<file path="src/isaPkg.sv">
//******************************
// Instruction set definitions for the integer pipeline.
// Widths, opcodes, ALU functions and the two instruction
// formats. Imported by every stage and by pipePkg.
//******************************
package isaPkg;

	localparam int dataWidth = 32;
	localparam int regIdxWidth = 4;
	localparam int regCount = 16;
	localparam int immWidth = 16;

	// Data memory is word addressed by byte address bits 9..2
	localparam int dmemWords = 256;
	localparam int dmemAddrWidth = 8;

	typedef logic [regIdxWidth-1:0] regIdx_t;
	typedef logic [dataWidth-1:0] data_t;

	// Any other encoding is a no-op
	typedef enum logic [3:0] {
		opAluR  = 4'b1100,
		opAluI  = 4'b0100,
		opLoad  = 4'b0111,
		opStore = 4'b0011
	} opcode_t;

	// Codes not listed produce a zero result
	typedef enum logic [3:0] {
		fnAnd = 4'b0000,
		fnOr  = 4'b0001,
		fnXor = 4'b0010,
		fnSub = 4'b0110,
		fnAdd = 4'b0111,
		fnSlt = 4'b1101
	} aluFunc_t;

	// Register form with the low 12 bits unused
	typedef struct packed {
		opcode_t opcode;
		aluFunc_t func;
		regIdx_t rd;
		regIdx_t rs1;
		regIdx_t rs2;
		logic [11:0] unused;
	} rForm_t;

	// Immediate form with a sign-extended immediate
	typedef struct packed {
		opcode_t opcode;
		aluFunc_t func;
		regIdx_t rd;
		regIdx_t rs1;
		logic [immWidth-1:0] imm;
	} iForm_t;

	// Same word seen through either format
	typedef union packed {
		rForm_t r;
		iForm_t i;
	} instr_t;

endpackage
</file>
<file path="src/pipePkg.sv">
//******************************
// Bundles passed between pipeline stages.
// Decode to execute, execute to memory, and the
// writeback port shared by regfile and forwarding.
//******************************
package pipePkg;

	import isaPkg::*;

	// Control bits generated in decode
	typedef struct packed {
		logic valid;
		logic wrReg;
		logic wrMem;
		logic memToReg;
		logic useImm;
		aluFunc_t aluFunc;
	} ctrl_t;

	// Decode pipeline register contents
	typedef struct packed {
		ctrl_t ctrl;
		regIdx_t rs1;
		// rs2 for register form, rd for stores
		regIdx_t srcB;
		regIdx_t rd;
		data_t valA;
		data_t valB;
		data_t imm;
	} decToEx_t;

	// Execute pipeline register contents
	typedef struct packed {
		logic valid;
		logic wrReg;
		logic wrMem;
		logic memToReg;
		regIdx_t rd;
		data_t result;
		data_t storeData;
	} exToMe_t;

	// Register write, valid only for instructions that write rd
	typedef struct packed {
		logic valid;
		regIdx_t rd;
		data_t data;
	} wbPort_t;

endpackage

</file>
<file path="src/regFile.sv">
//******************************
// Sixteen-entry register file, two reads and one write.
// A write in the current cycle is bypassed to the
// readers so decode never sees stale data.
//******************************
module regFile
	import isaPkg::*, pipePkg::*;
(
	input  logic    clk,
	input  logic    rstN,
	input  regIdx_t rdAddrA,
	input  regIdx_t rdAddrB,
	output data_t   rdDataA,
	output data_t   rdDataB,
	input  wbPort_t wb
);

	data_t regs [regCount];

	always_ff @(posedge clk) begin
		if (!rstN) begin
			for (int idx = 0; idx < regCount; idx++) begin
				regs[idx] <= '0;
			end
		end else if (wb.valid) begin
			regs[wb.rd] <= wb.data;
		end
	end

	// Write-through on a same-cycle read
	always_comb begin
		rdDataA = regs[rdAddrA];
		rdDataB = regs[rdAddrB];
		if (wb.valid && wb.rd == rdAddrA) begin
			rdDataA = wb.data;
		end
		if (wb.valid && wb.rd == rdAddrB) begin
			rdDataB = wb.data;
		end
	end

	wbAddrKnown: assert property (@(posedge clk) disable iff (!rstN)
		wb.valid |-> !$isunknown(wb.rd))
		else $error("regFile write with unknown address");

endmodule

</file>
<file path="config.mk">
export PLATFORM = sky130hd
export DESIGN_NAME = regFile
export DESIGN_NICKNAME = d
export VERILOG_FILES = /design/src/isaPkg.sv /design/src/pipePkg.sv /design/src/regFile.sv
export SDC_FILE = /design/constraint.sdc
export NUM_CORES = 1
export LEC_CHECK = 0
export BUFFER_PORTS_ARGS = -buffer_cell sky130_fd_sc_hd__buf_2
export CAP_MARGIN = 20
export CORE_UTILIZATION = 50
export CTS_CLUSTER_DIAMETER = 120
export DETAILED_ROUTE_END_ITERATION = 16
export PLACE_DENSITY = 0.67
export SYNTH_ARGS = -nofsm -noshare
export SYNTH_HDL_FRONTEND = slang
export SYNTH_SLANG_ARGS = --single-unit
</file>
<file path="constraint.sdc">
create_clock -name clk -period 4.65 [get_ports clk]
set_input_delay 0.2325 -clock clk [delete_from_list [all_inputs] [get_ports clk]]
set_output_delay 0.2325 -clock clk [all_outputs]
set_load 0.01 [all_outputs]
</file>
## Word level (Yosys, flattened, before mapping)

Memory sizes are Yosys's and may differ from the RTL's.
Cells that the tools add are included.

- Bits in latches: 0
- RAM bits: 512
- Bits in read-only memories: 0
- Output and inout bits: 64
- Register bits: 0
- Memories kept: 1
- Word-level logic and storage cells: 15
- Input port bits: 47

Memories:

| name | depth | bits a word | read ports | clocked after Yosys merged registers in | write ports | line | source |
|---|---|---|---|---|---|---|---|
| regs | 16 | 32 | 2 | 0 | 16 | regFile.sv:18 | `data_t regs [regCount];` |

- Bitwise gates (word level): 0
- $lt $le $gt $ge: 0
- Add/subtract/negate cells: 0
- Multiplexer cells: 9
- Multiply operators: 0
- Reductions and logical operators: 3
- Shift operators: 0
- Equal/unequal tests: 2
- Divide/modulo/power cells: 0

Operators with widths:

| operator | number |
|---|---|
| 32-bit 2-to-1 mux | 3 |
| 32-bit OR reduction | 1 |
| 4-bit equality test | 2 |
| 1-bit 2-to-1 mux | 5 |
| 4-bit 2-to-1 mux | 1 |
| 1-bit logical AND | 2 |

## Depth between registers and ports, before layout

- Word-level depth: 5
- Depth in mapped cells: 7
- Mapped depth without buffers: 4

## Least setup slack after synthesis

Ideal clock, no wire load.

- Path type: input to register
- From: input port rstN
- To: memory regs[7][0] (netlist bit) (enable)
- Data required time: 4184 ps
- Data arrival time: 3074 ps
- Buffers on the path: 1
- Cell stages on the path: 3
- Setup slack: 1110 ps
- Library setup time: 466 ps
- Path through: clkbuf_1 -> nand4b_1 -> o21ai_0

RTL lines:

| element | line | source |
|---|---|---|
| from (decl) | regFile.sv:10 | `input logic rstN,` |
| to (decl) | regFile.sv:18 |  |

## Final worst setup path

- From: input port rdAddrA[0]
- To: output port rdDataA[28]

- Cells in the longest elaborated chain, start to end: 3
- Elaborated cells on any way between the ends: 4
- Those cells by class: eq/ne (1); mux (1); reduce/logical (1); memory (1)

RTL lines:

| element | line | source |
|---|---|---|
| from (decl) | regFile.sv:11 | `input regIdx_t rdAddrA,` |
| parallel branches: the longest is 2 deep, another holds memory read 16 x 32 bit | -- |  |
| 32-bit 2-to-1 mux * | regFile.sv:34 | `if (wb.valid && wb.rd == rdAddrA) begin` |
| to (decl) | regFile.sv:13 | `output data_t rdDataA,` |

Every way passes the cells marked *.

==> run summary <==
Synth Warn # -> 0
DR vias/cell -> 6.533
WHS Path Cells -> 2
Distinct cells, synth -> 22
fin crit period -> 2.989 ns
Post-Syn Instances -> 1768
Post-DP HPWL -> 45.92 mm
Bufs on Longest Clock Path -> 3
CTS sink count -> 512
Final Cycle Share -> 0.6429
area of placed instances -> 28840 sq um
# placed instances -> 2441
postcts setup bufs -> 0
initial drt markers -> 1866
initial antenna violation count -> 6
Final nets -> 1849
largest net degree at the start of global routing -> 81
Tot GR Track Use -> 0.2829
most frequent cells after synthesis -> 512 x and2_1, 512 x edfxtp_1, 258 x mux4_2, 134 x clkbuf_1, 124 x a22oi_1
# rows -> 85
Die X -> 235.8 um
die height -> 235.8 um
Largest register FFs -> 512
core area -> 53920 sq um
Worst EP required -> 4.42 ns
FF+latch count, synth -> 512
GR Util met1 -> 0.3796
grt peak-use layer -> met2
IO Port Bufs -> 110
Worst-path clk slew -> 0.06 ns
biggest regs -> regs x512
hold path start -> wb[5]
grt ovf -> 0
worst stage delay on the critical path -> 0.56 ns
wire length per cell -> 30.50 um
Synth area leaders -> edfxtp_1 56%, mux4_2 21%, and2_1 12%, a22oi_1 3.4%, mux2_2 2.6%
Synth top area share -> 0.5625
post-cts hold buffer count -> 0
post_cts resized -> 0
leading area contributor after synthesis -> edfxtp_1
CTS Root Cell -> clkbuf_16
crit path capture type -> primary output
first-pass GRT wire length -> 113.0 mm
unrepaired setup endpoints after global routing -> false
fraction of registers with async set or reset after synthesis -> 0
full die area -> 55610 sq um
average size of a mapped cell -> 15.46 sq um
Initial Util -> 0.5069
post-route cell area -> 30530 sq um
ANT nets after route -> 0
Max-slew headroom -> 0.1964
met2 Usage GRT -> 0.4593
CTS tree -> built
hold endpoint -> regs[6][5]
largest reg by FF count -> regs
Final Slew Violations -> 0
# DRC -> 0
Final Hold Viols -> 0
vias in the first global route -> 16863
Hold Path Class -> input pin to register
drt pass-1 iters -> 5
drt total wl -> 77.47 mm
worst-path cell chain -> clkbuf_8 -> buf_4 -> mux4_2 -> a22oi_1 -> nand2_1 -> mux2_2 -> buf_2
sequential share of the synthesized area -> 0.5625
max-cap violation count -> 0
Synth Net Count -> 1815
top_reg_cell synth -> edfxtp_1
CP Buf/Inv Count -> 3
CP top delay family -> buffers and inverters
H-tree Lvls -> 2
Post-synth EDFFs -> 512
final estimated routing congestion in global placement -> 0.8139
met3 usage -> 0.05734
layout cells sized above 1 -> 0.3199
maximum VDD drop -> 0.3244 mV
Synth-to-Final Area Change -> 11.70%
critical path type -> input pin to primary output
Lkg Pwr -> 10.52 nW
TritonCTS Buffers -> 53
via count -> 16595
Layout Cells excl Fill -> 2540
Arr. time, crit path -> 2.76 ns
Crit-path slowest cell -> mux4_2
setup TNS -> 0 ns
IO Count -> 111
crit path launch type -> input pin
endpoints failing setup -> 0
Max Clk Rate -> 334.5 MHz
Max FO, Critical Path -> 52
Pwr Density -> 361.4 nW/um^2
Slew @ Worst Pin -> 1.203 ns
Cell Area, Synth -> 27330 sq um
run status -> finished clean
## cell type report
cell class	count	area [sq um]
Clock buffer	65	1371
Multi-Input combinational cell	1080	11570
Timing Repair Buffer	155	1077
Fill cell	4108	23390
Clock inverter	29	265.3
Tap cell	696	870.8
Sequential cell	512	15370
Antenna cell	3	7.507
## cell usage in the layout, fill, tap and decap left out
cell type   instances
nand4b_1            2
o21ai_4            12
edfxtp_1          512
buf_8               1
nand2b_1            2
mux2_2             64
diode_2             3
or3_1               1
clkinv_1           12
xnor2_1             2
clkinv_4            2
buf_2             106
clkbuf_1           12
and2_1            512
nor4_4              2
clkbuf_16          53
clkinv_2            9
nor3_2              4
a22oi_1           124
nand2b_2            4
buf_16              1
nand4_1             1
nor2b_4             4
xor2_1              6
clkbuf_8            1
bufinv_16           5
nor2_4             14
buf_12             11
and2_2              2
mux4_2            258
nand2_1            66
buf_4              33
clkinvlp_4          1
buf_6               2
## stage by stage
stage / hold WS [ns] / total power, mW / utilization / setup slack [ns]
after detailed placement: 0.7265 / 6.971 / 0.5349 / 1.347
after CTS: 0.09242 / 11.08 / 0.5652 / 1.621
final: 0.1283 / 11.03 / 0.5663 / 1.661
after global placement: 0.7125 / 6.928 / 0.5341 / 1.411
after floorplan: 0.4307 / 6.433 / - / 1.110
after global routing: 0.1382 / 11.33 / 0.5662 / 1.509
## worst max-delay path by stage
stage	to	slack, ns	cells after the start	from
after global placement	regs[11][9]	1.41	3	rstN
after floorplan	regs[7][0]	1.11	3	rstN
after CTS	rdDataA[28]	1.62	7	rdAddrA[0]
after detailed placement	regs[6][28]	1.35	4	rstN
final	rdDataA[28]	1.66	7	rdAddrA[0]
after global routing	rdDataA[5]	1.51	7	rdAddrA[0]
## cell families after synthesis
kind of cell / count (synthesis) / share of synthesized area
compound gates: 136 / 0.03625
xor+xnor: 8 / 0.002564
buf+inv: 176 / 0.02609
flops: 512 / 0.5625
mux: 322 / 0.2389
simple gates: 614 / 0.1337
## where the power goes
group,switching [mW],internal (mW)
clock network,1.79,2.36
logic,0.764,0.640
registers,0.133,5.35
total,2.69,8.34
## metal layers
metal  vias up  part of all wire
met5         -           0.00023
met4         2             0.031
met3       153             0.097
met2       892              0.49
met1      8614              0.38
li1       6934                 -
Power figures use the tool's default switching activity.
