$ cat src/isaPkg.sv
//******************************
// Instruction set definitions for the integer pipeline.
// Widths, opcodes, ALU functions and the two instruction
// formats. Imported by every stage and by pipePkg.
//******************************
package isaPkg;

	localparam int dataWidth = 32;
	localparam int regIdxWidth = 4;
	localparam int regCount = 16;
	localparam int immWidth = 16;

	// Data memory is word addressed by byte address bits 9..2
	localparam int dmemWords = 256;
	localparam int dmemAddrWidth = 8;

	typedef logic [regIdxWidth-1:0] regIdx_t;
	typedef logic [dataWidth-1:0] data_t;

	// Any other encoding is a no-op
	typedef enum logic [3:0] {
		opAluR  = 4'b1100,
		opAluI  = 4'b0100,
		opLoad  = 4'b0111,
		opStore = 4'b0011
	} opcode_t;

	// Codes not listed produce a zero result
	typedef enum logic [3:0] {
		fnAnd = 4'b0000,
		fnOr  = 4'b0001,
		fnXor = 4'b0010,
		fnSub = 4'b0110,
		fnAdd = 4'b0111,
		fnSlt = 4'b1101
	} aluFunc_t;

	// Register form with the low 12 bits unused
	typedef struct packed {
		opcode_t opcode;
		aluFunc_t func;
		regIdx_t rd;
		regIdx_t rs1;
		regIdx_t rs2;
		logic [11:0] unused;
	} rForm_t;

	// Immediate form with a sign-extended immediate
	typedef struct packed {
		opcode_t opcode;
		aluFunc_t func;
		regIdx_t rd;
		regIdx_t rs1;
		logic [immWidth-1:0] imm;
	} iForm_t;

	// Same word seen through either format
	typedef union packed {
		rForm_t r;
		iForm_t i;
	} instr_t;

endpackage
$ cat src/pipePkg.sv
//******************************
// Bundles passed between pipeline stages.
// Decode to execute, execute to memory, and the
// writeback port shared by regfile and forwarding.
//******************************
package pipePkg;

	import isaPkg::*;

	// Control bits generated in decode
	typedef struct packed {
		logic valid;
		logic wrReg;
		logic wrMem;
		logic memToReg;
		logic useImm;
		aluFunc_t aluFunc;
	} ctrl_t;

	// Decode pipeline register contents
	typedef struct packed {
		ctrl_t ctrl;
		regIdx_t rs1;
		// rs2 for register form, rd for stores
		regIdx_t srcB;
		regIdx_t rd;
		data_t valA;
		data_t valB;
		data_t imm;
	} decToEx_t;

	// Execute pipeline register contents
	typedef struct packed {
		logic valid;
		logic wrReg;
		logic wrMem;
		logic memToReg;
		regIdx_t rd;
		data_t result;
		data_t storeData;
	} exToMe_t;

	// Register write, valid only for instructions that write rd
	typedef struct packed {
		logic valid;
		regIdx_t rd;
		data_t data;
	} wbPort_t;

endpackage

$ cat src/executeStage.sv
//******************************
// Execute stage.
// Forwards operands from the memory stage and writeback,
// runs the ALU and registers the result for memory.
//******************************
module executeStage
	import isaPkg::*, pipePkg::*;
(
	input  logic     clk,
	input  logic     rstN,
	input  decToEx_t decIn,
	input  wbPort_t  meFwd,
	input  wbPort_t  wb,
	output exToMe_t  exOut
);

	data_t opA;
	data_t fwdB;
	data_t opB;
	data_t aluOut;
	logic  lessThan;

	// Youngest producer wins, then writeback, then the decoded value
	function automatic data_t pickOperand(
		input regIdx_t idx,
		input data_t regVal,
		input wbPort_t meSrc,
		input wbPort_t wbSrc
	);
		if (meSrc.valid && meSrc.rd == idx) begin
			return meSrc.data;
		end
		if (wbSrc.valid && wbSrc.rd == idx) begin
			return wbSrc.data;
		end
		return regVal;
	endfunction

	always_comb begin
		opA = pickOperand(decIn.rs1, decIn.valA, meFwd, wb);
		fwdB = pickOperand(decIn.srcB, decIn.valB, meFwd, wb);
		opB = decIn.ctrl.useImm ? decIn.imm : fwdB;
	end

	assign lessThan = $signed(opA) < $signed(opB);

	always_comb begin
		case (decIn.ctrl.aluFunc)
			fnAdd: aluOut = opA + opB;
			fnSub: aluOut = opA - opB;
			fnAnd: aluOut = opA & opB;
			fnOr: aluOut = opA | opB;
			fnXor: aluOut = opA ^ opB;
			// Condition flag, zero extended
			fnSlt: aluOut = {{(dataWidth - 1){1'b0}}, lessThan};
			default: aluOut = '0;
		endcase
	end

	// Execute pipeline register
	always_ff @(posedge clk) begin
		exOut.rd <= decIn.rd;
		exOut.result <= aluOut;
		// Store data goes through forwarding too
		exOut.storeData <= fwdB;
		if (!rstN) begin
			exOut.valid <= 1'b0;
			exOut.wrReg <= 1'b0;
			exOut.wrMem <= 1'b0;
			exOut.memToReg <= 1'b0;
		end else begin
			exOut.valid <= decIn.ctrl.valid;
			exOut.wrReg <= decIn.ctrl.wrReg;
			exOut.wrMem <= decIn.ctrl.wrMem;
			exOut.memToReg <= decIn.ctrl.memToReg;
		end
	end

endmodule

$ cat config.mk
export PLATFORM = sky130hd
export DESIGN_NAME = executeStage
export DESIGN_NICKNAME = d
export VERILOG_FILES = /design/src/isaPkg.sv /design/src/pipePkg.sv /design/src/executeStage.sv
export SDC_FILE = /design/constraint.sdc
export NUM_CORES = 1
export LEC_CHECK = 0
export BUFFER_PORTS_ARGS = -buffer_cell sky130_fd_sc_hd__buf_2
export CAP_MARGIN = 20
export CORE_ASPECT_RATIO = 0.6
export CORE_MARGIN = 3
export CORE_UTILIZATION = 48
export CTS_CLUSTER_SIZE = 40
export DETAILED_ROUTE_END_ITERATION = 8
export GPL_TIMING_DRIVEN = 0
export HOLD_SLACK_MARGIN = 0.02
export PLACE_DENSITY = 0.79
export SYNTH_ARGS = -nofsm -noshare
export SYNTH_HDL_FRONTEND = slang
export SYNTH_SLANG_ARGS = --single-unit
$ cat constraint.sdc
create_clock -name clk -period 4.06 [get_ports clk]
set_clock_uncertainty 0.15 [all_clocks]
set_input_delay 0.406 -clock clk [delete_from_list [all_inputs] [get_ports clk]]
set_output_delay 0.406 -clock clk [all_outputs]
set_load 0.02 [all_outputs]
[After elaboration in Yosys (flattened, before gate mapping)]
Cells that the tools add are included.
Word-level totals
  register bits after elaboration: 72
  bits of input ports: 193
  output and inout port bits: 72
  logic and storage cells: 43
Cells by class
  add/subtract/negate cells: 2
  magnitude comparators: 1
  eq/ne operators: 9
  muxes and demuxes: 16
  bitwise operators: 3
  reductions and logical operators: 5
Operators by type and width (number)
  $mux 32: 9
  $pmux 32 s6: 1
  $add 32x32->32: 1
  $and 32x32->32: 1
  $lt 32x32->1: 1
  $or 32x32->32: 1
  $sub 32x32->32: 1
  $xor 32x32->32: 1
  $eq 4x4->1: 4
  $eq 4x3->1 const B: 2
  $mux 1: 6
  $eq 4x1->1 const B: 1
  $eq 4x2->1 const B: 1
  $eq 4x4->1 const B: 1
  $logic_and 1x1->1: 4
  $logic_not 4->1: 1

[Depth between registers and ports, before layout]
  word-level depth: 9
  depth in mapped cells: 19
  depth with buffers taken out: 18

[Worst setup path before layout]
No wires, ideal clock.
  kind: input -> register
  from: in wb[34] (netlist bit)
  to: reg exOut[58] (netlist bit)
  setup time: 0.127 ns
  arrival: 3.856 ns
  data required time: 3.783 ns
  slack: -0.074 ns
  cell stages on the path: 17
  buffers on the path: 1
  cell sequence: xor2_1 > nor4_4 > buf_2 > mux2i_1 > o21ai_0 > mux2_2 > ha_1 > fa_1 > o21bai_1 > a21oi_2 > o311ai_4 > o21ai_2 > a31oi_4 > a2111oi_0 > a21oi_1 > xor2_1 > o21ai_1
On the way
  longest elaborated chain between the ends: 9
RTL lines
  from (decl): RTL line executeStage.sv:13  | input wbPort_t wb,
  $eq 4x4->1 (*): RTL line executeStage.sv:33  | if (wbSrc.valid && wbSrc.rd == idx) begin
  $logic_and 1x1->1 (*): RTL line executeStage.sv:33
  $mux 1 (2 in series): RTL line executeStage.sv:33
  $mux 32 (*): RTL line executeStage.sv:36  | return regVal;
  $mux 32 (*): RTL line executeStage.sv:33
  named net fwdB[0]: RTL line executeStage.sv:18  | data_t fwdB;
  $mux 32 (*): RTL line executeStage.sv:42  | opB = decIn.ctrl.useImm ? decIn.imm : fwdB;
  $sub 32x32->32 / $add 32x32->32 (equally long branches): RTL line executeStage.sv:50, executeStage.sv:49
  $pmux 32 s6 (*): RTL line executeStage.sv:48  | case (decIn.ctrl.aluFunc)
  named net aluOut[26]: RTL line executeStage.sv:20  | data_t aluOut;
  to (decl): RTL line executeStage.sv:14  | output exToMe_t exOut
The timed path passes the listed nets; every way through them passes the cells marked *. The select of a mux whose other input is x is not followed.
A chain may end at the register's enable or synchronous reset.

[Worst setup path after layout]
  from: in wb[35] (netlist bit)
  to: reg exOut[60] (netlist bit)
On the way
  longest elaborated chain between the ends: 9
RTL lines
  $eq 4x4->1: RTL line executeStage.sv:33
  $logic_and 1x1->1: RTL line executeStage.sv:33
  $mux 1 (2 in series): RTL line executeStage.sv:33
  $mux 32: RTL line executeStage.sv:36
  $mux 32: RTL line executeStage.sv:33
  $mux 32: RTL line executeStage.sv:42
  $sub 32x32->32 (tied with other cells): RTL line executeStage.sv:50  | fnSub: aluOut = opA - opB;
  $pmux 32 s6 (*): RTL line executeStage.sv:48
  named net aluOut[28]: RTL line executeStage.sv:20
Marks and branches as above.

==> metrics.md <==
| Metric | Value |
|---|---|
| Status | complete, but fails checks |
| Failing checks | negative setup slack |
| DRT iter0 DRCs | 1167 |
| CP cell instances | buf_2, inv_1, a222oi_1, nand2_2, clkbuf_4, mux2i_1, o21ai_1, ha_4, buf_6, a21oi_2, o22ai_2, o31a_1, a311oi_4, buf_6, a2bb2oi_4, o31ai_4, o21ai_2, mux2i_1, o211ai_1 |
| Die H | 107 µm |
| DR DRC count | 0 |
| Fmax | 236 MHz |
| FFs w/ async S/R, synth | 0% |
| Syn nets | 1388 |
| Fill count | 1368 |
| CP Launch Type | primary input |
| WS Path Type | in -> reg |
| Worst slew pin tran | 1.06 ns |
| P&R area growth vs syn | 39.5% |
| Max cap viols | 0 |
| Crit path buf inv count | 5 |
| Setup TNS | -1.16 ns |
| Max stage delay cell, worst path | o21ai_1 |
| Largest regs | exOut x72 |
| Worst EP required | 4.10 ns |
| Main synth FF type | dfxtp_1 |
| Largest register FFs | 72 |
| Detailed Place HPWL | 27.8 mm |
| Yosys reg bits | 72 |
| Grt total ovfl | 0 |
| Crit end category | flop |
| Largest net degree at the start of global routing | 15 |
| Final Critical Period | 4.24 ns |
| Final Util | 69.5% |
| Final-report setup violation count | 11 |
| Final Max Tran Viols | 0 |
| Syn_area_per_cell | 7.54 µm² |
| Unrepaired setup endpoints after global routing | true |
| Initial antenna violation count | 2 |
| Slowest stage delay, CP | 0.43 ns |
| Final Non-Filler Cells | 1648 |
| Hold path startpoint | decIn[116] |
| Biggest register | exOut |
| Worst slack, placed | -1.69 ns |
| Die X | 175 µm |
| Placed cell areas | 9850 µm² |
| Max VDD drop | 0.199 mV |
| Yosys top cell area share | 17.5% |
| Final instance area | 11500 µm² |
| Total Die Area | 18800 µm² |
| Synth cell count leaders | 102 x nand2_1, 102 x o21ai_0, 101 x ha_1 |
| Post-Syn Area | 8240 µm² |
| Hold path depth | 2 |
| Vias in the first global route | 9363 |
| Share of cells above drive strength 1 | 36.4% |
| Leak | 5.44 nW |
| Total Power | 3.67 mW |
| Total track usage | 37.1% |
| Count of flip-flops with a built-in enable after synthesis | 0 |
| WHS Endpoint | exOut[71] |
| Vias per cell | 6.08 |
| Arrival time at the worst endpoint | 4.28 ns |
| First-pass GRT wire length | 53.7 mm |
| CTS tree | yes |
| Via count | 10024 |
| Clk slew on worst S/H paths | 0.06 ns |
| CTS root buf | clkbuf_16 |
| Row count | 36 |
| CORE AREA | 16500 µm² |
| Initial cell density of the core | 49.8% |
| Gpl congestion | 1.06 |
| Final worst slack | -0.178 ns |
| Top post-synthesis cells by area | dfxtp_1 18%, ha_1 15%, mux2i_1 8.9% |
| Final Cycle Share | 104% |
| Routed Antenna Nets | 0 |
| Cells after DPL | 1583 |
| Delay-heaviest family, CP | compound AO/OA/AOI/OAI gates |
| CP max FO | 10 |
| Total CTS buffers | 9 |
| Fin nets | 1709 |
| IO Pins | 265 |
| Slew Limit Headroom | 29.3% |
| Seq/Total Area, Yosys | 17.5% |
| Worst hold slack | 0.109 ns |
| Synthesized instance count | 1092 |
| Clk buf depth | 2 |
| Final hold vios | 0 |
| Synth warn | 0 |
| Hold Crit Class | in -> reg |
| DR WL/cell | 22.8 µm |
| Drt first pass iters | 7 |
| CTS HTree Levels | 3 |
| Clk sinks | 72 |
| PwrDens | 319 nW/µm² |
| PortBufs | 263 |
| Final wirelength | 37.5 mm |
| Synth cell types | 73 |
| Largest area contributor in the netlist | dfxtp_1 |
[power by group]
group	switching, mW	internal, mW
Combinational	1.18	0.770
Clock	0.381	0.546
Sequential	0.0168	0.776
Total	1.58	2.09
[cell usage in the layout (no fill, tap or decap), types with 19 or more instances in the layout]
master      n
clkbuf_1   24
buf_4      50
o21ai_0    69
buf_2     260
a21oi_1    62
o21ai_1    44
xnor2_1    19
ha_1       85
nand2_1    98
inv_1      95
mux2_2     21
dfxtp_1    72
mux2i_1    71
nor2_1     73
[worst max-delay path by stage]
| stage | startpoint | to | slack, ns | cells past startpoint |
|---|---|---|---|---|
| 2_1_floorplan | wb[34] | exOut[60] | 0.02 | 17 |
| 3_3_place_gp | decIn[106] | exOut[50] | -1.74 | 15 |
| 4_1_cts | decIn[101] | exOut[46] | -0.11 | 20 |
| 3_5_place_dp | decIn[106] | exOut[50] | -1.69 | 15 |
| 6_report | wb[35] | exOut[60] | -0.18 | 19 |
| 5_1_grt | decIn[105] | exOut[60] | -0.24 | 20 |
[repair_timing]
item	CTS	global route
gates resized for setup	146	110
pin swaps	51	74
hold buffers	4	0
setup buffers	25	28
endpoints found under the hold margin	4	0
setup endpoints to repair	29	26
[cells by family (layout without fill, tap and decap cells)]
logic type      Yosys count  in the layout  share of synthesized area, %
buf+inv                 161            487                          7.64
other cells               0              2                             0
mux                     104            104                          13.1
flops                    72             72                          17.5
simple gates            281            281                          16.4
xor+xnor                 35             35                          3.72
fa+ha+maj               103            103                          15.8
compound gates          336            336                          25.8
[per-layer routing]
layer	global-route usage, %	vias to the layer above	wire length (µm)
li1	-	4486	-
met1	51.7	4680	15700
met2	53.6	763	15100
met3	14.5	95	5810
met4	8.02	0	939
met5	0	-	0
[cell type report]
class                   count  area (µm²)  share of cell area (%)
plain buffers              53         320                    2.79
clock inverters             7         103                   0.893
repair buffers            318        1840                    16.0
multi-input cells         859        6900                    60.1
inverters                 100         375                    3.27
diodes                      2        5.00                  0.0435
flip-flops and latches     72        1440                    12.5
clock buffers               9         225                    1.96
well taps                 228         285                    2.48
Note: power is estimated with default switching activity, not from simulation.
