--- src/isaPkg.sv ---
//******************************
// Instruction set definitions for the integer pipeline.
// Widths, opcodes, ALU functions and the two instruction
// formats. Imported by every stage and by pipePkg.
//******************************
package isaPkg;

	localparam int dataWidth = 32;
	localparam int regIdxWidth = 4;
	localparam int regCount = 16;
	localparam int immWidth = 16;

	// Data memory is word addressed by byte address bits 9..2
	localparam int dmemWords = 256;
	localparam int dmemAddrWidth = 8;

	typedef logic [regIdxWidth-1:0] regIdx_t;
	typedef logic [dataWidth-1:0] data_t;

	// Any other encoding is a no-op
	typedef enum logic [3:0] {
		opAluR  = 4'b1100,
		opAluI  = 4'b0100,
		opLoad  = 4'b0111,
		opStore = 4'b0011
	} opcode_t;

	// Codes not listed produce a zero result
	typedef enum logic [3:0] {
		fnAnd = 4'b0000,
		fnOr  = 4'b0001,
		fnXor = 4'b0010,
		fnSub = 4'b0110,
		fnAdd = 4'b0111,
		fnSlt = 4'b1101
	} aluFunc_t;

	// Register form with the low 12 bits unused
	typedef struct packed {
		opcode_t opcode;
		aluFunc_t func;
		regIdx_t rd;
		regIdx_t rs1;
		regIdx_t rs2;
		logic [11:0] unused;
	} rForm_t;

	// Immediate form with a sign-extended immediate
	typedef struct packed {
		opcode_t opcode;
		aluFunc_t func;
		regIdx_t rd;
		regIdx_t rs1;
		logic [immWidth-1:0] imm;
	} iForm_t;

	// Same word seen through either format
	typedef union packed {
		rForm_t r;
		iForm_t i;
	} instr_t;

endpackage
--- src/pipePkg.sv ---
//******************************
// Bundles passed between pipeline stages.
// Decode to execute, execute to memory, and the
// writeback port shared by regfile and forwarding.
//******************************
package pipePkg;

	import isaPkg::*;

	// Control bits generated in decode
	typedef struct packed {
		logic valid;
		logic wrReg;
		logic wrMem;
		logic memToReg;
		logic useImm;
		aluFunc_t aluFunc;
	} ctrl_t;

	// Decode pipeline register contents
	typedef struct packed {
		ctrl_t ctrl;
		regIdx_t rs1;
		// rs2 for register form, rd for stores
		regIdx_t srcB;
		regIdx_t rd;
		data_t valA;
		data_t valB;
		data_t imm;
	} decToEx_t;

	// Execute pipeline register contents
	typedef struct packed {
		logic valid;
		logic wrReg;
		logic wrMem;
		logic memToReg;
		regIdx_t rd;
		data_t result;
		data_t storeData;
	} exToMe_t;

	// Register write, valid only for instructions that write rd
	typedef struct packed {
		logic valid;
		regIdx_t rd;
		data_t data;
	} wbPort_t;

endpackage

--- src/decodeStage.sv ---
//******************************
// Instruction capture and decode.
// Captures the incoming word, reads the register file,
// builds control and registers it all for execute.
//******************************
module decodeStage
	import isaPkg::*, pipePkg::*;
(
	input  logic     clk,
	input  logic     rstN,
	input  logic     instValid,
	input  instr_t   instWord,
	output regIdx_t  rdAddrA,
	output regIdx_t  rdAddrB,
	input  data_t    rdDataA,
	input  data_t    rdDataB,
	output decToEx_t decOut
);

	logic   instValidQ;
	instr_t instQ;
	ctrl_t  ctrlNext;
	data_t  immExt;

	// Fetch capture register
	always_ff @(posedge clk) begin
		instQ <= instWord;
		if (!rstN) begin
			instValidQ <= 1'b0;
		end else begin
			instValidQ <= instValid;
		end
	end

	assign rdAddrA = instQ.r.rs1;
	// Stores fetch their data register on port B
	assign rdAddrB = (instQ.r.opcode == opStore) ? instQ.r.rd : instQ.r.rs2;
	assign immExt = {{(dataWidth - immWidth){instQ.i.imm[immWidth-1]}}, instQ.i.imm};

	always_comb begin
		ctrlNext = '0;
		case (instQ.r.opcode)
			opAluR: begin
				ctrlNext.wrReg = 1'b1;
				ctrlNext.aluFunc = instQ.r.func;
			end
			opAluI: begin
				ctrlNext.wrReg = 1'b1;
				ctrlNext.useImm = 1'b1;
				ctrlNext.aluFunc = instQ.i.func;
			end
			opLoad: begin
				ctrlNext.wrReg = 1'b1;
				ctrlNext.memToReg = 1'b1;
				ctrlNext.useImm = 1'b1;
				ctrlNext.aluFunc = fnAdd;
			end
			opStore: begin
				ctrlNext.wrMem = 1'b1;
				ctrlNext.useImm = 1'b1;
				ctrlNext.aluFunc = fnAdd;
			end
			default: ctrlNext = '0;
		endcase
		// A bubble carries no control at all
		ctrlNext.valid = instValidQ;
		if (!instValidQ) begin
			ctrlNext = '0;
		end
	end

	// Decode pipeline register
	always_ff @(posedge clk) begin
		decOut.rs1 <= instQ.r.rs1;
		decOut.srcB <= rdAddrB;
		decOut.rd <= instQ.r.rd;
		decOut.valA <= rdDataA;
		decOut.valB <= rdDataB;
		decOut.imm <= immExt;
		if (!rstN) begin
			decOut.ctrl <= '0;
		end else begin
			decOut.ctrl <= ctrlNext;
		end
	end

	nopNoWrite: assert property (@(posedge clk) disable iff (!rstN)
		instValidQ && !(instQ.r.opcode inside {opAluR, opAluI, opLoad, opStore})
		|=> !decOut.ctrl.wrReg && !decOut.ctrl.wrMem)
		else $error("no-op opcode raised a write enable");

endmodule

--- config.mk ---
export PLATFORM = sky130hd
export DESIGN_NAME = decodeStage
export DESIGN_NICKNAME = d
export VERILOG_FILES = /design/src/isaPkg.sv /design/src/pipePkg.sv /design/src/decodeStage.sv
export SDC_FILE = /design/constraint.sdc
export NUM_CORES = 1
export LEC_CHECK = 0
export BUFFER_PORTS_ARGS = -buffer_cell sky130_fd_sc_hd__buf_2
export CAP_MARGIN = 25
export CORE_ASPECT_RATIO = 0.5
export CORE_MARGIN = 2
export CORE_UTILIZATION = 37
export CTS_BUF_LIST = sky130_fd_sc_hd__clkbuf_8
export CTS_CLUSTER_SIZE = 24
export DETAILED_ROUTE_END_ITERATION = 10
export PLACE_DENSITY = 0.81
export SETUP_SLACK_MARGIN = 0.1
export SLEW_MARGIN = 25
export SYNTH_ARGS = -nofsm -noshare
export SYNTH_HDL_FRONTEND = slang
export SYNTH_SLANG_ARGS = --single-unit
--- constraint.sdc ---
create_clock -name clk -period 1.3 [get_ports clk]
set_clock_uncertainty 0.1 [all_clocks]
set_input_delay 0.195 -clock clk [delete_from_list [all_inputs] [get_ports clk]]
set_output_delay 0.195 -clock clk [all_outputs]
set_load 0.01 [all_outputs]
# ---- After elaboration in Yosys (flattened, before gate mapping)
# Index checks and enable logic that the tools add are counted.
# Widths: inputs -> output; s select.
dict set report op_classes {
  reduce_logical 5
  muxes 7
  n_eq_ne 4
}
# op n
set ops {}
lappend ops {{$mux 9} 1}
lappend ops {{$eq 4x3->1 const B} 2}
lappend ops {{$pmux 4 s2} 1}
lappend ops {{$reduce_or 3->1} 2}
lappend ops {{$eq 4x2->1 const B} 1}
lappend ops {{$eq 4x4->1 const B} 1}
lappend ops {{$mux 1} 4}
lappend ops {{$mux 4} 1}
lappend ops {{$reduce_or 2->1} 2}
lappend ops {{$reduce_and 2->1} 1}
dict set report totals {
  register_bits 134
  output_inout_bits 125
}

# ---- Longest topological paths before layout
# Gate-level depths: netlist (run 1).
dict set report depth {
  word_depth 4
  depth_mapped 2
  mapped_depth_nobuf 2
}

# ---- Worst setup path after synthesis (run 1)
# Ideal clock, no wire load.
dict set report synth_timing {
  path_type {reg-to-output}
  startpoint {reg instQ[30] (netlist bit)}
  endpoint {out rdAddrB[0]}
  stages_incl_launch_ff 3
  path_buffers 0
  t_arrival_ps 1009
  required_ps 1005
  slack_ps -4
  cell_sequence {dfxtp_1 -> and4bb_2 -> mux2_2}
}
dict set report synth_between {
  elab_chain_cells 2
}
# item line_no
set synth_lines {}
lappend synth_lines {{start: declaration} decodeStage.sv:21} ;# instr_t instQ;
lappend synth_lines {{start signal: assignment} decodeStage.sv:27} ;# instQ <= instWord;
lappend synth_lines {{$eq 4x2->1} decodeStage.sv:37} ;# assign rdAddrB = (instQ.r.opcode == opStore) ? instQ.r.rd : instQ.r.rs2;
lappend synth_lines {{$mux 4} decodeStage.sv:37}
lappend synth_lines {{end: declaration} decodeStage.sv:14} ;# output regIdx_t rdAddrB,
# No other way between the ends.

# ---- Final worst setup path (run 1)
dict set report layout_timing {
  startpoint {reg instQ[30] (netlist bit)}
  endpoint {out rdAddrB[1]}
}
# Same word-level chain as after synthesis.

==> results of run 1 <==
-- state kept, by name, indices dropped and copies added, names as in the netlist --
signal      flops
decOut        101
instQ          32
instValidQ      1
-- cells by family after synthesis --
family,count (synthesis)
flops,134
compound gates,5
mux,4
buf+inv,23
simple gates,13
-- metrics by stage --
stage	utilization	power (mW)	setup WS, ps
global route	0.7448	8.850	-646.4
floorplan	-	4.656	7.665
CTS	0.7182	8.460	-585.2
global placement	0.5238	4.956	-166.5
detailed placement	0.5238	4.979	-183.9
finish	0.7448	8.536	-598.8
-- how the worst max path moves through the flow --
stage,end,cells after the start
after floorplan,rdAddrB[0],2
after global placement,rdAddrB[3],3
after detailed placement,rdAddrB[2],3
after CTS,rdAddrB[2],3
after global routing,rdAddrB[1],3
final,rdAddrB[1],3
-- what timing repair did --
item,4_1_cts,5_1_grt
setup buffers,3,1
resized for setup,36,52
hold buffers,98,0
cloned,0,1
pin swaps,3,4
endpoints found under the hold margin,100,0
setup endpoints to repair,32,63
-- synthesized netlist by cell type --
master,n
sky130_fd_sc_hd__a211oi_1,1
sky130_fd_sc_hd__a211oi_2,1
sky130_fd_sc_hd__and2_1,1
sky130_fd_sc_hd__and4bb_2,1
sky130_fd_sc_hd__buf_4,20
sky130_fd_sc_hd__dfxtp_1,134
sky130_fd_sc_hd__inv_1,3
sky130_fd_sc_hd__mux2_2,4
sky130_fd_sc_hd__nand2_1,2
sky130_fd_sc_hd__nand3_1,3
sky130_fd_sc_hd__nand3b_1,1
sky130_fd_sc_hd__nor3_1,3
sky130_fd_sc_hd__o22ai_1,3
sky130_fd_sc_hd__or2_2,1
sky130_fd_sc_hd__or3b_4,1
-- cell type report --
type | instances | share of cell area
clock buffer | 19 | 0.04420
clock inverter | 12 | 0.01925
inverter | 3 | 0.001904
multi-input combinational | 22 | 0.03553
sequential | 134 | 0.4604
tap | 112 | 0.02369
timing repair buffer | 329 | 0.4150
-- power breakdown --
part	total, mW	switching, mW	internal (mW)
Sequential	4.41	0.0868	4.33
Clock	3.25	1.49	1.76
Combinational	0.876	0.328	0.548
Total	8.54	1.90	6.64
-- cell usage in the layout, fill, tap and decap left out, types with 2 or more instances in the layout --
master                            n
sky130_fd_sc_hd__dfxtp_2         30
sky130_fd_sc_hd__clkinv_2         4
sky130_fd_sc_hd__inv_1            6
sky130_fd_sc_hd__bufinv_16        2
sky130_fd_sc_hd__buf_4            4
sky130_fd_sc_hd__buf_2          182
sky130_fd_sc_hd__clkinvlp_4       3
sky130_fd_sc_hd__a211oi_2         2
sky130_fd_sc_hd__mux2_4           4
sky130_fd_sc_hd__dlygate4sd3_1   98
sky130_fd_sc_hd__o22ai_1          2
sky130_fd_sc_hd__clkbuf_8        19
sky130_fd_sc_hd__dfxtp_1        103
sky130_fd_sc_hd__buf_6           42
sky130_fd_sc_hd__nand3_1          3
sky130_fd_sc_hd__nand2_1          2
sky130_fd_sc_hd__nor3_2           3
-- worst max-delay path, stage by stage (launching register included) --
cell and delay (ps):
sky130_fd_sc_hd__dfxtp_1 320, sky130_fd_sc_hd__and4bb_4 420, sky130_fd_sc_hd__mux2_4 340, sky130_fd_sc_hd__buf_6 120
-- metal layers --
metal	vias to the layer above	track usage	routed length, µm
met3	32	0.06006	355
met4	0	0.1128	341
met5	-	0	0
li1	1211	-	-
met1	1224	0.1888	3526
met2	89	0.4555	6220
==> impl_metrics.yaml, run 1 <==
run_status:
  status: "finished with violations"
  failed_checks: "setup timing"
min_path:
  worstHoldPathCells: 0
  hold_class: "reg2reg"
  terminating_pin_of_the_worst_hold_path: "decOut[10]"
  hold_start: "instQ[10]"
yosys:
  synthCells: 179
  fraction_of_the_mapped_netlist_area_in_simple_logic_gates: 0.02703
  post_synth.cell_area_avg_um2: 16.81
  yosysWarnings: 0
  mappedNetlistArea_mm2: 0.003009
  mux_share_of_post_synthesis_cell_area: 0.01497
  synthXorXnorAreaFrac: 0
  postSynthNetCount: 278
  synthTopCellsByArea: "sky130_fd_sc_hd__dfxtp_1 (89%), sky130_fd_sc_hd__buf_4 (5.0%), sky130_fd_sc_hd__mux2_2 (1.5%)"
  synth-seq-area-share: 0.8915
  number_of_distinct_standard_cells_referenced_by_the_synthesized_netlist: 15
  synth_top_family_by_area: "buffers and inverters"
  synthesized_area_fraction_occupied_by_ao_oa_aoi_and_oai_cells: 0.01289
  post-synth-top-area-fraction: 0.8915
  postSynthRegisterBits: 134
  yosys.area_share.adder: 0
  synth_largest_area_cell: "sky130_fd_sc_hd__dfxtp_1"
power_and_ir_drop:
  p_leak_nw: 2.840
  pwr_density_cell_mw_per_mm2: 1443
  vdd_drop_max_uv: 866.1
placement:
  detailed_place.area_mm2: 0.004160
  place.gp.congestion: 0.7830
  placement.io_buffers: 223
  inst_count_dp: 498
  dp.final_hpwl_um: 5631
layout:
  fin_nets: 606
  drive_gt1_frac: 0.5838
  multi_input_area_um2: 210.2
  flow.area_growth_from_synthesis_pct: 96.59
  filler_cell_count: 510
  final_cells: 631
  final_area_mm2: 0.005916
  n_antenna_cell: 0
  ff_latch_area_mm2: 0.002724
routing:
  routed_vias_inst: 4.051
  wl_um: 10440
  routed-via-count: 2556
  drcViolationCount: 0
  drt_first_iter_violations: 106
  routed_wire_length_per_instance_um: 16.55
  drt-pass1-iter-count: 5
  route.antenna.remaining_nets: 0
die:
  floorplan.rows: 23
  top_level_ports: 224
  floorplan.die.height_um: 67.77
  floorplan.initialDensity: 0.3789
  die_w_um: 131.5
  fp.dieArea_mm2: 0.008914
  core-area_mm2: 0.007943
setup_path:
  worst-path-max-fanout: 4
  rr_worst_depth: 3
  r2r_setup_slack_ps: -100
  crit_type: "reg2out"
  worst_ep_arrival_time_ps: 1600
  timing.rr.end: "decOut[100]"
  worstPathRequired_ps: 1000
  reg2reg_from: "instQ[30]"
  timing.critical_path.from: "instQ[30]"
  timing.critical_path.from_type: "flop"
  worstSetupEndpointType: "output pin"
timing:
  tightestPinTransition_ps: 418.4
  slew_violations: 0
  timing_hold_violations_final: 0
  holdWs_ps: 228.4
  post_route_setup_tns_ps: -3168
  setup_ws_ps: -598.8
  maxClockFrequency_mhz: 526.7
  setup_viol: 22
  period_share: 1.461
  fin_crit_ps: 1899
  rsz0062_at_grt: "true"
  slew-limit-headroom: 0.7204
clock_network:
  clk_path_buf_depth: 2
  cts_max_level: 4
  insertion_delay_ps: 410
  clk_pin_slew_ps: 70
  tritoncts_clock_tree: "done"
  clockRootBuffer: "sky130_fd_sc_hd__clkbuf_8"
  sink_count: 134
  total_cts_buffers: 17
global_routing:
  grt_pass1_wl_um: 13650
  grt_antenna_before_repair: 0
  total_congestion_overflow: 0
  first_global_vias: 2723
  track_usage: 0.2135
  largest_net_degree_at_the_start_of_global_routing: 17
flow_run:
  max_cap_violations: 0
(Power assumes the default switching activity.)
==> run 2: changes to the inputs <==
--- a/config.mk
+++ b/config.mk
@@ -5,7 +5,7 @@
 export SDC_FILE = /design/constraint.sdc
 export NUM_CORES = 1
 export LEC_CHECK = 0
-export BUFFER_PORTS_ARGS = -buffer_cell sky130_fd_sc_hd__buf_2
+export BUFFER_PORTS_ARGS = -buffer_cell sky130_fd_sc_hd__clkbuf_2
 export CAP_MARGIN = 25
 export CORE_ASPECT_RATIO = 0.5
 export CORE_MARGIN = 2
==> run 2 against run 1 <==
  * The flow still finishes with violations (setup timing)
  * Wire length shrank 4.3%
  * First-iteration DRC count rose by 3.8%
  * Count of clock-buffer cells in the layout unchanged
  * Critical path depth unchanged
  * Global-route usage is 0.65 points lower
  * Clock power shrank 3%
  * Total power is 1.2% lower
  * Worst setup slack better by 28 ps
  * Sequential power is essentially flat
  * Critical path type unchanged
==> impl_metrics.yaml, run 2 (synthesis results as in run 1) <==
run_status:
  status: "finished with violations"
  failed_checks: "setup timing"
global_routing:
  total_congestion_overflow: 0
  grt_pass1_wl_um: 13160
  grt_antenna_before_repair: 0
  first_global_vias: 2573
  track_usage: 0.2070
  largest_net_degree_at_the_start_of_global_routing: 17
layout:
  regMostFlops: "decOut"
  layout_top_registers: "decOut x101, instQ x32, instValidQ x1"
  fin_nets: 608
  final_area_mm2: 0.005919
  drive_gt1_frac: 0.5854
  number_of_flip_flops_in_the_largest_register: 101
  n_antenna_cell: 0
  filler_cell_count: 508
  mostFrequentLayoutCells: "sky130_fd_sc_hd__clkbuf_2 (154), sky130_fd_sc_hd__dfxtp_1 (99), sky130_fd_sc_hd__dlygate4sd3_1 (98)"
  flow.area_growth_from_synthesis_pct: 96.72
  layout.cells.most_common: "sky130_fd_sc_hd__clkbuf_2"
power_and_ir_drop:
  vdd_drop_max_uv: 969.9
  p_total_mw: 8.434
  p_leak_nw: 2.890
  pwr_density_cell_mw_per_mm2: 1425
die:
  core-area_mm2: 0.007943
  die_w_um: 131.5
  floorplan.rows: 23
  floorplan.initialDensity: 0.3789
  top_level_ports: 224
  fp.dieArea_mm2: 0.008914
  floorplan.die.height_um: 67.77
routing:
  routed_vias_inst: 3.962
  wl_met3_um: 351
  drcViolationCount: 0
  routed.top_layer: "met4"
  drt-pass1-iter-count: 4
  route.antenna.remaining_nets: 0
  drt_first_iter_violations: 110
  routed-via-count: 2508
  met2WireLength_um: 6100
  wl_um: 9990
  routed_wire_length_per_instance_um: 15.78
  routedLengthMet1_um: 3298
timing:
  setup_viol: 22
  tightestPinTransition_ps: 247.4
  post_route_setup_tns_ps: -2749
  period_share: 1.439
  slew_violations: 0
  holdWs_ps: 221.9
  slew-limit-headroom: 0.8345
  setup_ws_ps: -571.0
  timing_hold_violations_final: 0
  rsz0062_at_grt: "true"
  maxClockFrequency_mhz: 534.5
  fin_crit_ps: 1871
setup_path:
  critical_path.cell_chain: "and4bb_4 -> mux2_4 -> clkbuf_2"
  worst_ep_arrival_time_ps: 1580
  timing.critical_path.from_type: "flop"
  slowest_stage: "sky130_fd_sc_hd__and4bb_4"
  crit_type: "reg2out"
  worstSetupEndpointType: "output pin"
  worstPathRequired_ps: 1000
  timing.critical_path.slowest_cell_delay_ps: 400
  worst-path-max-fanout: 4
clock_network:
  sink_count: 134
  clk_pin_slew_ps: 70
  clockRootBuffer: "sky130_fd_sc_hd__clkbuf_8"
  tritoncts_clock_tree: "done"
  clk_path_buf_depth: 2
  total_cts_buffers: 17
  cts_max_level: 4
  insertion_delay_ps: 410
placement:
  dp_slack_ps: -181.0
  place.gp.congestion: 0.8043
  dp.final_hpwl_um: 5745
  placement.io_buffers: 223
  detailed_place.area_mm2: 0.004160
min_path:
  hold_class: "reg2reg"
flow_run:
  max_cap_violations: 0
## run 2: cell type report
| type | instances | area, µm² | area share |
|---|---|---|---|
| repair buffers | 331 | 2462 | 0.4160 |
| well taps | 112 | 140.1 | 0.02367 |
| clock inverters | 12 | 100.1 | 0.01691 |
| clock buffers | 19 | 261.5 | 0.04418 |
| multi-input cells | 22 | 215.2 | 0.03636 |
| flip-flops and latches | 134 | 2729 | 0.4610 |
| inverters | 3 | 11.26 | 0.001902 |
## run 2: per-layer routing
layer  global-route usage  vias to the layer above
li1                     -                     1211
met1               0.1816                     1197
met2               0.4346                       78
met3              0.06907                       22
met4               0.1087                        0
met5                    0                        -
## run 2: power by group
group / total [mW] / internal, mW / switching (mW)
registers: 4.42 / 4.33 / 0.0856
clock network: 3.14 / 1.73 / 1.41
logic: 0.874 / 0.545 / 0.329
total: 8.43 / 6.61 / 1.83
## run 2: final timing paths
| path | startpoint | endpoint | slack, ps | cells past startpoint |
|---|---|---|---|---|
| max reg2reg | instQ[30] | decOut[102] | -60 | 3 |
| min | instQ[9] | decOut[9] | 220 | 0 |
| max | instQ[30] | rdAddrB[2] | -570 | 3 |
| min reg2reg | instQ[9] | decOut[9] | 220 | 0 |
## run 2: metrics by stage
stage          cells    util
6_report         633  0.7453
4_1_cts          631  0.7009
5_1_grt          633  0.7453
3_5_place_dp     498  0.5238
2_1_floorplan    179       -
3_3_place_gp     498  0.5238
## run 2: critical path, delay by kind of cell (launching register included)
kind | cells | cell delay [ps]
buffers and inverters | 1 | 140
flip-flops | 1 | 300
multiplexers | 1 | 320
AND/OR/NAND/NOR | 1 | 400
## run 2: timing repair
action | 4_1_cts | 5_1_grt
endpoints found under the hold margin | 100 | 0
setup buffers | 4 | 2
endpoints found under the setup margin | 37 | 85
hold buffers | 98 | 0
gates resized for setup | 20 | 147
pin swaps | 3 | 2
